--- src/logic/fsab_pkg.sv ---
package fsab_pkg;

	localparam int FSAB_ADDR_W = 16;	// Word address
	localparam int FSAB_DATA_W = 64;	// One beat
	localparam int FSAB_MASK_W = 8;	// Byte enables, set bit writes
	localparam int FSAB_LEN_W = 4;	// Burst of 1 to 8 beats
	localparam int FSAB_DID_W = 4;	// Device id and subdid

	localparam int FSAB_DEVICES = 3;	// Requesters on the arbiter
	localparam int FSAB_DEV_W = $clog2(FSAB_DEVICES);	// Grant index width
	localparam int DEV_DC = 0;	// Arbiter slots
	localparam int DEV_IC = 1;
	localparam int DEV_PRE = 2;

	typedef enum logic [1:0] {
		FSAB_NOP = 2'd0,
		FSAB_READ = 2'd1,
		FSAB_WRITE = 2'd2
	} fsab_mode_t;

	typedef struct packed {
		fsab_mode_t mode;
		logic [FSAB_DID_W-1:0] did;
		logic [FSAB_DID_W-1:0] subdid;
		logic [FSAB_ADDR_W-1:0] addr;	// Burst base, same on every beat
		logic [FSAB_LEN_W-1:0] len;
		logic [FSAB_DATA_W-1:0] data;
		logic [FSAB_MASK_W-1:0] mask;
	} fsab_req_t;

	typedef struct packed {
		logic [FSAB_DID_W-1:0] did;
		logic [FSAB_DID_W-1:0] subdid;
		logic [FSAB_DATA_W-1:0] data;
	} fsab_ret_t;

endpackage

--- src/logic/mem_pkg.sv ---
package mem_pkg;

	import fsab_pkg::*;

	localparam int MEM_ADDR_W = 8;	// 256 words, low address bits only
	localparam int FSAB_CREDITS = 4;	// FIFO depth per receiver
	localparam int CREDIT_W = $clog2(FSAB_CREDITS + 1);	// Holds 0 to FSAB_CREDITS

	localparam int PRELOAD_WORDS = 16;	// Boot image size
	localparam int PRELOAD_BURST = 8;	// Beats per image burst
	localparam int PRELOAD_IDX_W = $clog2(PRELOAD_WORDS);
	localparam logic [PRELOAD_IDX_W-1:0] PRELOAD_LAST = PRELOAD_IDX_W'(PRELOAD_WORDS - 1);
	localparam logic [31:0] PRELOAD_TAG = 32'hb0070000;
	localparam logic [FSAB_DID_W-1:0] PRELOAD_DID = 4'hf;

	// Image word i is tag plus i over inverted i
	function automatic logic [FSAB_DATA_W-1:0] preload_word(input logic [FSAB_ADDR_W-1:0] idx);
		logic [31:0] i32;
		i32 = 32'(idx);
		return {PRELOAD_TAG + i32, ~i32};
	endfunction

endpackage

--- src/logic/fsab_if.sv ---
`timescale 1ns/1ns

interface fsab_req_if import fsab_pkg::*; ();
	logic valid;	// One request cycle, costs one credit
	fsab_mode_t mode;
	logic [FSAB_DID_W-1:0] did;
	logic [FSAB_DID_W-1:0] subdid;
	logic [FSAB_ADDR_W-1:0] addr;
	logic [FSAB_LEN_W-1:0] len;
	logic [FSAB_DATA_W-1:0] data;
	logic [FSAB_MASK_W-1:0] mask;
	logic credit;	// Pulse per freed FIFO slot

	modport requester (
		output valid, mode, did, subdid, addr, len, data, mask,
		input credit
	);
	modport arbiter (
		input valid, mode, did, subdid, addr, len, data, mask,
		output credit
	);
endinterface

interface fsab_ret_if import fsab_pkg::*; ();
	logic valid;	// No back-pressure, everyone sees every beat
	logic [FSAB_DID_W-1:0] did;
	logic [FSAB_DID_W-1:0] subdid;
	logic [FSAB_DATA_W-1:0] data;

	modport memory (output valid, did, subdid, data);
	modport listener (input valid, did, subdid, data);
endinterface

--- src/logic/fsab_credit_counter.sv ---
`timescale 1ns/1ns

module fsab_credit_counter import mem_pkg::*; (
	input logic clk,
	input logic rst_n,
	input logic spend,	// Sender used a credit
	input logic refund,	// Receiver handed one back
	output logic can_send
);
	logic [CREDIT_W-1:0] count_q;	// Free slots at the receiver

	always_ff @(posedge clk or negedge rst_n) begin
		if (!rst_n)
			count_q <= CREDIT_W'(FSAB_CREDITS);	// Receiver FIFO starts empty
		else if (spend && !refund)
			count_q <= count_q - 1'b1;
		else if (refund && !spend)
			count_q <= count_q + 1'b1;
	end

	assign can_send = (count_q != '0);

	// Sender logic must honor can_send
	a_no_overspend: assert property (@(posedge clk) disable iff (!rst_n) spend |-> can_send)
		else $error("credit spent with none left");
	// Receiver never frees more than was sent
	a_no_overrefund: assert property (@(posedge clk) disable iff (!rst_n)
		!(refund && !spend && count_q == CREDIT_W'(FSAB_CREDITS)))
		else $error("credit returned past the limit");

endmodule

--- src/logic/fsab_preload.sv ---
`timescale 1ns/1ns

module fsab_preload import fsab_pkg::*; import mem_pkg::*; (
	input logic clk,
	input logic rst_n,
	fsab_req_if.requester req,
	fsab_ret_if.listener ret,
	output logic rst_core_b
);
	typedef enum logic [1:0] {WRITE, READ, WAIT, DONE} state_t;

	state_t state_q;
	logic [PRELOAD_IDX_W-1:0] word_q;	// Image word being sent
	logic can_send;
	logic sending;
	logic ret_ok;

	fsab_credit_counter credit_i (
		.clk(clk),
		.rst_n(rst_n),
		.spend(sending),
		.refund(req.credit),
		.can_send(can_send)
	);

	assign sending = ((state_q == WRITE) || (state_q == READ)) && can_send;	// Stall on no credit

	assign req.valid = sending;
	assign req.mode = (state_q == WRITE) ? FSAB_WRITE :
		(state_q == READ) ? FSAB_READ : FSAB_NOP;
	assign req.did = PRELOAD_DID;
	assign req.subdid = '0;
	assign req.addr = (state_q == READ) ? FSAB_ADDR_W'(PRELOAD_LAST) :
		FSAB_ADDR_W'(word_q & ~PRELOAD_IDX_W'(PRELOAD_BURST - 1));	// Burst base held
	assign req.len = (state_q == READ) ? FSAB_LEN_W'(1) : FSAB_LEN_W'(PRELOAD_BURST);
	assign req.data = preload_word(FSAB_ADDR_W'(word_q));
	assign req.mask = (state_q == WRITE) ? '1 : '0;	// Full words only

	// Verify read return for us
	assign ret_ok = (ret.did == PRELOAD_DID) && (ret.subdid == '0);

	always_ff @(posedge clk or negedge rst_n) begin
		if (!rst_n) begin
			state_q <= WRITE;
			word_q <= '0;
		end else begin
			case (state_q)
				WRITE: if (sending) begin
					if (word_q == PRELOAD_LAST)
						state_q <= READ;	// Image out, read back last word
					else
						word_q <= word_q + 1'b1;
				end
				READ: if (sending)
					state_q <= WAIT;
				WAIT: if (ret.valid && ret_ok) begin
					if (ret.data == preload_word(FSAB_ADDR_W'(PRELOAD_LAST))) begin
						state_q <= DONE;
					end else begin
						state_q <= WRITE;	// Bad readback, write image again
						word_q <= '0;
					end
				end
				default: ;	// DONE holds until reset
			endcase
		end
	end

	assign rst_core_b = (state_q == DONE);	// Core out of reset

endmodule

--- src/flat_wrapper.sv ---
// flat-port wrapper written by rule: the top's interface ports become plain ports
module fsab_preload_flat import fsab_pkg::*; import mem_pkg::*;
  (clk, rst_n, rst_core_b, req_valid, req_mode, req_did, req_subdid, req_addr, req_len, req_data, req_mask, req_credit, ret_valid, ret_did, ret_subdid, ret_data);
  fsab_req_if req_i ();
  fsab_ret_if ret_i ();
  input logic clk;
  input logic rst_n;
  output logic rst_core_b;
  output wire logic [$bits(req_i.valid)-1:0] req_valid;
  output wire logic [$bits(req_i.mode)-1:0] req_mode;
  output wire logic [$bits(req_i.did)-1:0] req_did;
  output wire logic [$bits(req_i.subdid)-1:0] req_subdid;
  output wire logic [$bits(req_i.addr)-1:0] req_addr;
  output wire logic [$bits(req_i.len)-1:0] req_len;
  output wire logic [$bits(req_i.data)-1:0] req_data;
  output wire logic [$bits(req_i.mask)-1:0] req_mask;
  input wire logic [$bits(req_i.credit)-1:0] req_credit;
  input wire logic [$bits(ret_i.valid)-1:0] ret_valid;
  input wire logic [$bits(ret_i.did)-1:0] ret_did;
  input wire logic [$bits(ret_i.subdid)-1:0] ret_subdid;
  input wire logic [$bits(ret_i.data)-1:0] ret_data;
  assign req_valid = req_i.valid;
  assign req_mode = req_i.mode;
  assign req_did = req_i.did;
  assign req_subdid = req_i.subdid;
  assign req_addr = req_i.addr;
  assign req_len = req_i.len;
  assign req_data = req_i.data;
  assign req_mask = req_i.mask;
  assign req_i.credit = req_credit;
  assign ret_i.valid = ret_valid;
  assign ret_i.did = ret_did;
  assign ret_i.subdid = ret_subdid;
  assign ret_i.data = ret_data;
  fsab_preload u_core (.clk(clk), .rst_n(rst_n), .req(req_i), .ret(ret_i), .rst_core_b(rst_core_b));
endmodule
--- config.mk ---
export PLATFORM = sky130hd
export DESIGN_NAME = fsab_preload_flat
export DESIGN_NICKNAME = d
export VERILOG_FILES = /design/src/logic/fsab_pkg.sv /design/src/logic/mem_pkg.sv /design/src/logic/fsab_if.sv /design/src/logic/fsab_credit_counter.sv /design/src/logic/fsab_preload.sv /design/src/flat_wrapper.sv
export SDC_FILE = /design/constraint.sdc
export NUM_CORES = 1
export LEC_CHECK = 0
export ABC_AREA = 1
export BUFFER_PORTS_ARGS = -buffer_cell sky130_fd_sc_hd__buf_2
export CORE_UTILIZATION = 39
export DETAILED_ROUTE_END_ITERATION = 16
export PLACE_DENSITY = 0.85
export SYNTH_ARGS = -nofsm -noshare
export SYNTH_HDL_FRONTEND = slang
export SYNTH_SLANG_ARGS = --single-unit
--- constraint.sdc ---
create_clock -name clk -period 3 [get_ports clk]
set_input_delay 0.3 -clock clk [delete_from_list [all_inputs] [get_ports clk]]
set_output_delay 0.3 -clock clk [all_outputs]
set_load 0.01 [all_outputs]
# ---- Word-level counts from Yosys, hierarchy flattened
# Index checks and enable logic that the tools add are counted.
dict set report classes {
  div_mod_pow 0
  order_cmp 0
  muxes 18
  n_mul 0
  shifts 0
  bitwise 1
  n_reduce_logical 16
  eq_ne 12
  n_addsub 4
}
# cell count
set ops {}
lappend ops {{$eq 64x64->1 const B} 1}
lappend ops {{$add 32x4->32 const A} 1}
lappend ops {{$not 4->32} 1}
lappend ops {{$mux 4} 6}
lappend ops {{$mux 2} 6}
lappend ops {{$ne 2x2->1 const B} 5}
lappend ops {{$reduce_and 5->1} 2}
lappend ops {{$eq 4x4->1 const B} 2}
lappend ops {{$mux 8} 1}
lappend ops {{$pmux 4 s2} 1}
lappend ops {{$mux 3} 2}
lappend ops {{$pmux 2 s3} 1}
lappend ops {{$reduce_bool 3->1} 2}
lappend ops {{$logic_and 1x1->1} 5}
lappend ops {{$add 4x1->4 const B} 1}
lappend ops {{$eq 2x2->1 const B} 2}
lappend ops {{$logic_not 4->1} 1}
lappend ops {{$reduce_bool 2->1} 2}
lappend ops {{$add 3x1->3 const B} 1}
lappend ops {{$sub 3x1->3 const B} 1}
lappend ops {{$eq 2x1->1 const B} 1}
lappend ops {{$logic_not 1->1} 2}
lappend ops {{$logic_not 2->1} 1}
lappend ops {{$ne 2x1->1 const B} 1}
lappend ops {{other kinds (2)} 2}
dict set report word_totals {
  mem_bits_ro 0
  elab_cells 54
  out_inout_bits 104
  input_bits 76
  latch_bits 0
  ram_bits 0
  memories 0
  register_bits 9
}

# ---- Depth between registers and ports, before layout
dict set report depth {
  ltp_word 7
  ltp_mapped 11
  depth_no_buf 11
}

# ---- Modules after synthesis
# Synthesis repeated with hierarchy kept, for this count alone.
dict set report unflattened {
  cells_unflattened 249
  area_unflattened_um2 1625.3
}
# module cells_each seq_area_each_um2 area_each_um2 instances
set modules_own_cells {}
lappend modules_own_cells {fsab_preload 227 150.1 1438.9 1}
lappend modules_own_cells {fsab_credit_counter 22 76.3 186.4 1}

# ---- Least setup slack after synthesis
# Ideal clock, no wire load.
dict set report synth_timing {
  kind {register to register}
  from {register u_core.state_q[0]}
  to {register u_core.credit_i.count_q[2]}
  arrival_time_ns 2.028
  required_time_ns 2.912
  path_buffers 0
  period_less_slack_ns 2.115
  setup_ns 0.088
  path_slack_ns 0.885
  path_stages_with_launch 11
  cell_sequence {dfrtp_1 inv_1 ha_1 nand2_1 nand2_1 ha_1 inv_1 fa_1 a21oi_1 o21ai_0 xor2_1}
}
dict set report synth_via {
  elab_chain_cells 6
  elab_cells_between_ends 9
  cone_classes {eq/ne: 1; mux: 1; reduce/logical: 7}
}
# item line_no
set synth_lines {}
lappend synth_lines {{start: declaration} fsab_preload.sv:12} ;# state_t state_q;
lappend synth_lines {{start signal: assignment} fsab_preload.sv:44} ;# state_q <= WRITE;
lappend synth_lines {{start signal: assignment} fsab_preload.sv:50} ;# state_q <= READ;
lappend synth_lines {{start signal: assignment} fsab_preload.sv:55} ;# state_q <= WAIT;
lappend synth_lines {{$eq 2x1->1 or $logic_not 2->1 (tied branches)} fsab_preload.sv:26} ;# assign sending = ((state_q == WRITE) || (state_q == READ)) && can_send;
lappend synth_lines {{$logic_or 1x1->1 *} fsab_preload.sv:26}
lappend synth_lines {{$logic_and 1x1->1 *} fsab_preload.sv:26}
lappend synth_lines {{named net req_valid} flat_wrapper.sv:9} ;# output wire logic [$bits(req_i.valid)-1:0] req_valid;
lappend synth_lines {{$logic_not 1->1} fsab_credit_counter.sv:17} ;# else if (refund && !spend)
lappend synth_lines {{$logic_and 1x1->1} fsab_credit_counter.sv:17}
lappend synth_lines {{$reduce_bool 2->1 (no source line)} n/a}
lappend synth_lines {{end signal: assignment} fsab_credit_counter.sv:14} ;# count_q <= CREDIT_W'(FSAB_CREDITS);
lappend synth_lines {{end signal: assignment} fsab_credit_counter.sv:16} ;# count_q <= count_q - 1'b1;
lappend synth_lines {{end signal: assignment} fsab_credit_counter.sv:18} ;# count_q <= count_q + 1'b1;
lappend synth_lines {{end: declaration} fsab_credit_counter.sv:10} ;# logic [CREDIT_W-1:0] count_q;
# The timed path passes the listed nets; every way through them passes the cells marked *.
# A chain may end at the register's enable or synchronous reset.

# ---- Final worst setup path
dict set report layout_timing {
  from {register u_core.state_q[0]}
  to {register u_core.credit_i.count_q[2]}
}
dict set report layout_via {
  elab_chain_cells 6
  elab_cells_between_ends 9
  cone_classes {eq/ne: 1; mux: 1; reduce/logical: 7}
}
# item line_no
set layout_lines {}
lappend layout_lines {{$eq 2x1->1 or $logic_not 2->1 (tied branches)} fsab_preload.sv:26}
lappend layout_lines {{$logic_or 1x1->1 *} fsab_preload.sv:26}
lappend layout_lines {{$logic_and 1x1->1 *} fsab_preload.sv:26}
lappend layout_lines {{$logic_not 1->1} fsab_credit_counter.sv:17}
lappend layout_lines {{$logic_and 1x1->1} fsab_credit_counter.sv:17}
lappend layout_lines {{$reduce_bool 2->1 (no source line)} n/a}
# Every way passes the cells marked *; elsewhere a longest branch is shown, timed or not.

==> results by group <==
Status
  – Status: finished clean

Clock tree
  – Root Buffer: clkbuf_8
  – Postcts setup bufs: 0
  – CTS Buf Count: 3
  – Clk buf depth: 2
  – Worst-path clk slew: ~0.050 ns
  – # clock sinks: 9
  – Clock Latency Late Sink: approximately 0.23 ns
  – TritonCTS clock tree: built
  – H-tree Lvls: 1

Yosys
  – Predominant post-synthesis flop cell: dfrtp_1
  – Share of the synthesized area in the top cell type: between 30% and 40%
  – Synth Instances: 289
  – Synth warn: 0
  – Syn_area_per_cell: 6.18 um^2
  – Yosys top cell by area: buf_4
  – Top post-synthesis cells by area: buf_4 38%, dfrtp_1 11%, nand2_1 11%
  – Async SR Flop Fraction: 100%
  – Synthesized area: between 1500 and 2000 um^2
  – EDFF count, synth: 0
  – Count leader, synth: buf_4
  – Sequential-to-total area share from yosys stat: approximately an eighth
  – Count of cell types in the netlist: 23
  – Synth cell count leaders: 90 x buf_4, 51 x nand2_1, 51 x nor2_1
  – Yosys reg bits: 9

Timing
  – Final setup viols: 0
  – Fin Setup TNS: 0 ns
  – Fin crit period: ~2.2 ns
  – Final period util: 72.0%
  – Peak Freq: between 0.4 and 0.5 GHz
  – Hold slack: roughly 0.44 ns
  – RSZ-0062 raised after global routing: no
  – Final Max Tran Viols: 0
  – Clk_skew: between 0.003 and 0.004 ns
  – Final hold violation count: 0

Global routing
  – First-pass GRT wire length: ~6 mm
  – Met3 GRT Util: 1.31%
  – Grt peak-use layer: met2
  – GR Overflow Total: 0
  – Largest net degree at the start of global routing: 14
  – Antenna violations before repair: 0
  – Met1 Track Usage GR: between 10% and 20%
  – Number of global-route vias before repair: ~1.5k
  – M2 GR Usage: 30.4%
  – All-Layer GR Usage: between 10 and 15%

Placed design
  – Placed wire-length estimate: approximately 3.2 mm
  – DP Area: between 1500 and 2000 um^2
  – Placed instance count: 428
  – Port Buffers: about 100
  – Gp weighted congestion: just under 0.8

Floorplan
  – Placement row count: 24
  – Core Area: ~4400 um^2
  – Full die area: approximately 4900 um^2
  – Die height: 69.7 um
  – Die span in x: 69.7 um
  – Initial Util: between 40 and 50%
  – # IOs: between 150 and 200

Finish
  – Layout area overhead: 13.2%
  – Layout cells sized above 1: 29.4%
  – Layout Cells excl Fill: approximately 430
  – Multi-input logic area: about 1000 um^2
  – FF+latch area: 226 um^2
  – Diode count: 0
  – Fin area: around 2000 um^2
  – Fill cells: 441
  – Nets: about 470

Detailed routing
  – 1st-pass router iterations: 4
  – Via count: 1,771
  – Final WL: approximately 3.8 mm
  – DRT iter0 DRCs: 51
  – Vias per cell: between 4 and 5
  – Residual DRC: 0
  – Routed WL per cell: between 8 and 9 um
  – Antenna Violating Nets Remaining: 0

Power
  – Sw Share: ~50%
  – Sw Pwr: around 0.63 mW
  – Reg power frac: approximately 20%
  – LEAKAGE: between 1 and 1.5 nW
  – Int Pwr: between 0.6 and 0.7 mW
  – P per Cell Area: between 600 and 700 nW/um^2
  – Clock share of power: 11.3%
  – Power share of the combinational group: between 60% and 70%
  – Worst VDD drop: around 0.00027 V

Run
  – Max Cap Viol: 0

Worst hold path
  – Hold Path Class: in2async

Critical path
  – Crit path kind: reg2reg
  – Reg2Reg Setup Slack: ~0.84 ns
  – Critical path peak fanout: 13
  – Slowest cell on the critical path: dfrtp_1
  – Crit path arrival time: between 2 and 2.5 ns
  – Worst endpoint required time: approximately 3.2 ns
  – Worst-path cell chain: inv_1 -> ha_1 -> nand2_1 -> nand2_1 -> ha_1 -> inv_1 -> fa_1 -> a21oi_1 -> o21ai_0 -> xor2_1
  – Setup crit end kind: flop
  – Critical path launch point type: flop
  – CP max stage delay: 0.40 ns
==> power by group through the flow <==
stage	clock network, mW	registers, mW	logic [mW]
2_1_floorplan	0	0.246	0.741
6_report	0.141	0.248	0.859
3_5_place_dp	0	0.249	0.855
5_1_grt	0.149	0.261	0.983
4_1_cts	0.144	0.249	0.865
3_3_place_gp	0	0.246	0.831
==> critical path, delay by kind of cell (launching register included) <==
kind,cells,cell delay [ns]
buffers and inverters,2,0.16
flip-flops,1,0.40
XOR/XNOR,1,0.15
adder cells (fa/ha/maj),3,0.88
AO/OA/AOI/OAI,2,0.26
AND/OR/NAND/NOR,2,0.22
==> metrics by stage <==
step | total power, mW | util [%] | setup WS [ns]
final | 1.25 | 46.1 | 0.840
after global routing | 1.39 | 46.1 | 0.588
after CTS | 1.26 | 46.1 | 0.831
after detailed placement | 1.10 | 44.8 | 0.865
after global placement | 1.08 | 44.8 | 0.965
after floorplan | 0.988 | - | 0.885
==> routing by layer <==
layer,part of all wire (%),vias up
met3,7.9,6
met4,1.3,0
met2,54,109
met5,0,-
met1,37,751
li1,-,905
==> final cells by class <==
cell class	count	share of cell area (%)
multi-input combinational	232	51.5
clock buffer	4	2.23
tap	52	3.22
inverter	34	6.32
sequential	9	11.2
timing repair buffer	102	25.5
==> placed cells by master (no fill, tap or decap), types with 2 or more instances in the layout <==
master    instances
or2_2             2
clkbuf_8          3
o21ai_0           5
ha_1              6
nor2_2            2
xor2_1            2
nor2_1           51
nand3_1           9
inv_1            33
nand4_1          15
a21oi_1           4
dfrtp_1           8
nand2_1          51
buf_2           101
conb_1           78
==> sequential cells by signal (all words and copies together), names as in the netlist <==
register,cells
u_core.word_q,4
u_core.credit_i.count_q,3
u_core.state_q,2
==> repair_timing <==
action / 4_1_cts / 5_1_grt
gates resized for setup: 0 / 0
hold endpoints to repair: 8 / 0
hold buffers: 1 / 0
setup endpoints to repair: 0 / 0
==> cells by family (layout without fill, tap and decap cells) <==
| group | after synthesis | count (layout) | synth area share, % |
|---|---|---|---|
| adder cells (fa/ha/maj) | 7 | 7 | 5.33 |
| buffers and inverters | 124 | 140 | 45.0 |
| flip-flops | 9 | 9 | 12.7 |
| AO/OA/AOI/OAI | 9 | 9 | 2.52 |
| other | 2 | 78 | 0.421 |
| AND/OR/NAND/NOR | 135 | 135 | 32.6 |
| XOR/XNOR | 3 | 3 | 1.47 |
==> worst paths after layout <==
path | from | end | cells after the start
max in group asynchronous | rst_n | u_core.credit_i.count_q[2] | 2
min in group clk | u_core.credit_i.count_q[0] | u_core.credit_i.count_q[0] | 1
min reg2reg | u_core.credit_i.count_q[0] | u_core.credit_i.count_q[0] | 1
min | rst_n | u_core.state_q[1] | 2
max | u_core.state_q[0] | u_core.credit_i.count_q[2] | 10
max reg2reg | u_core.state_q[0] | u_core.credit_i.count_q[2] | 10
Note: power is estimated with default switching activity, not from simulation.
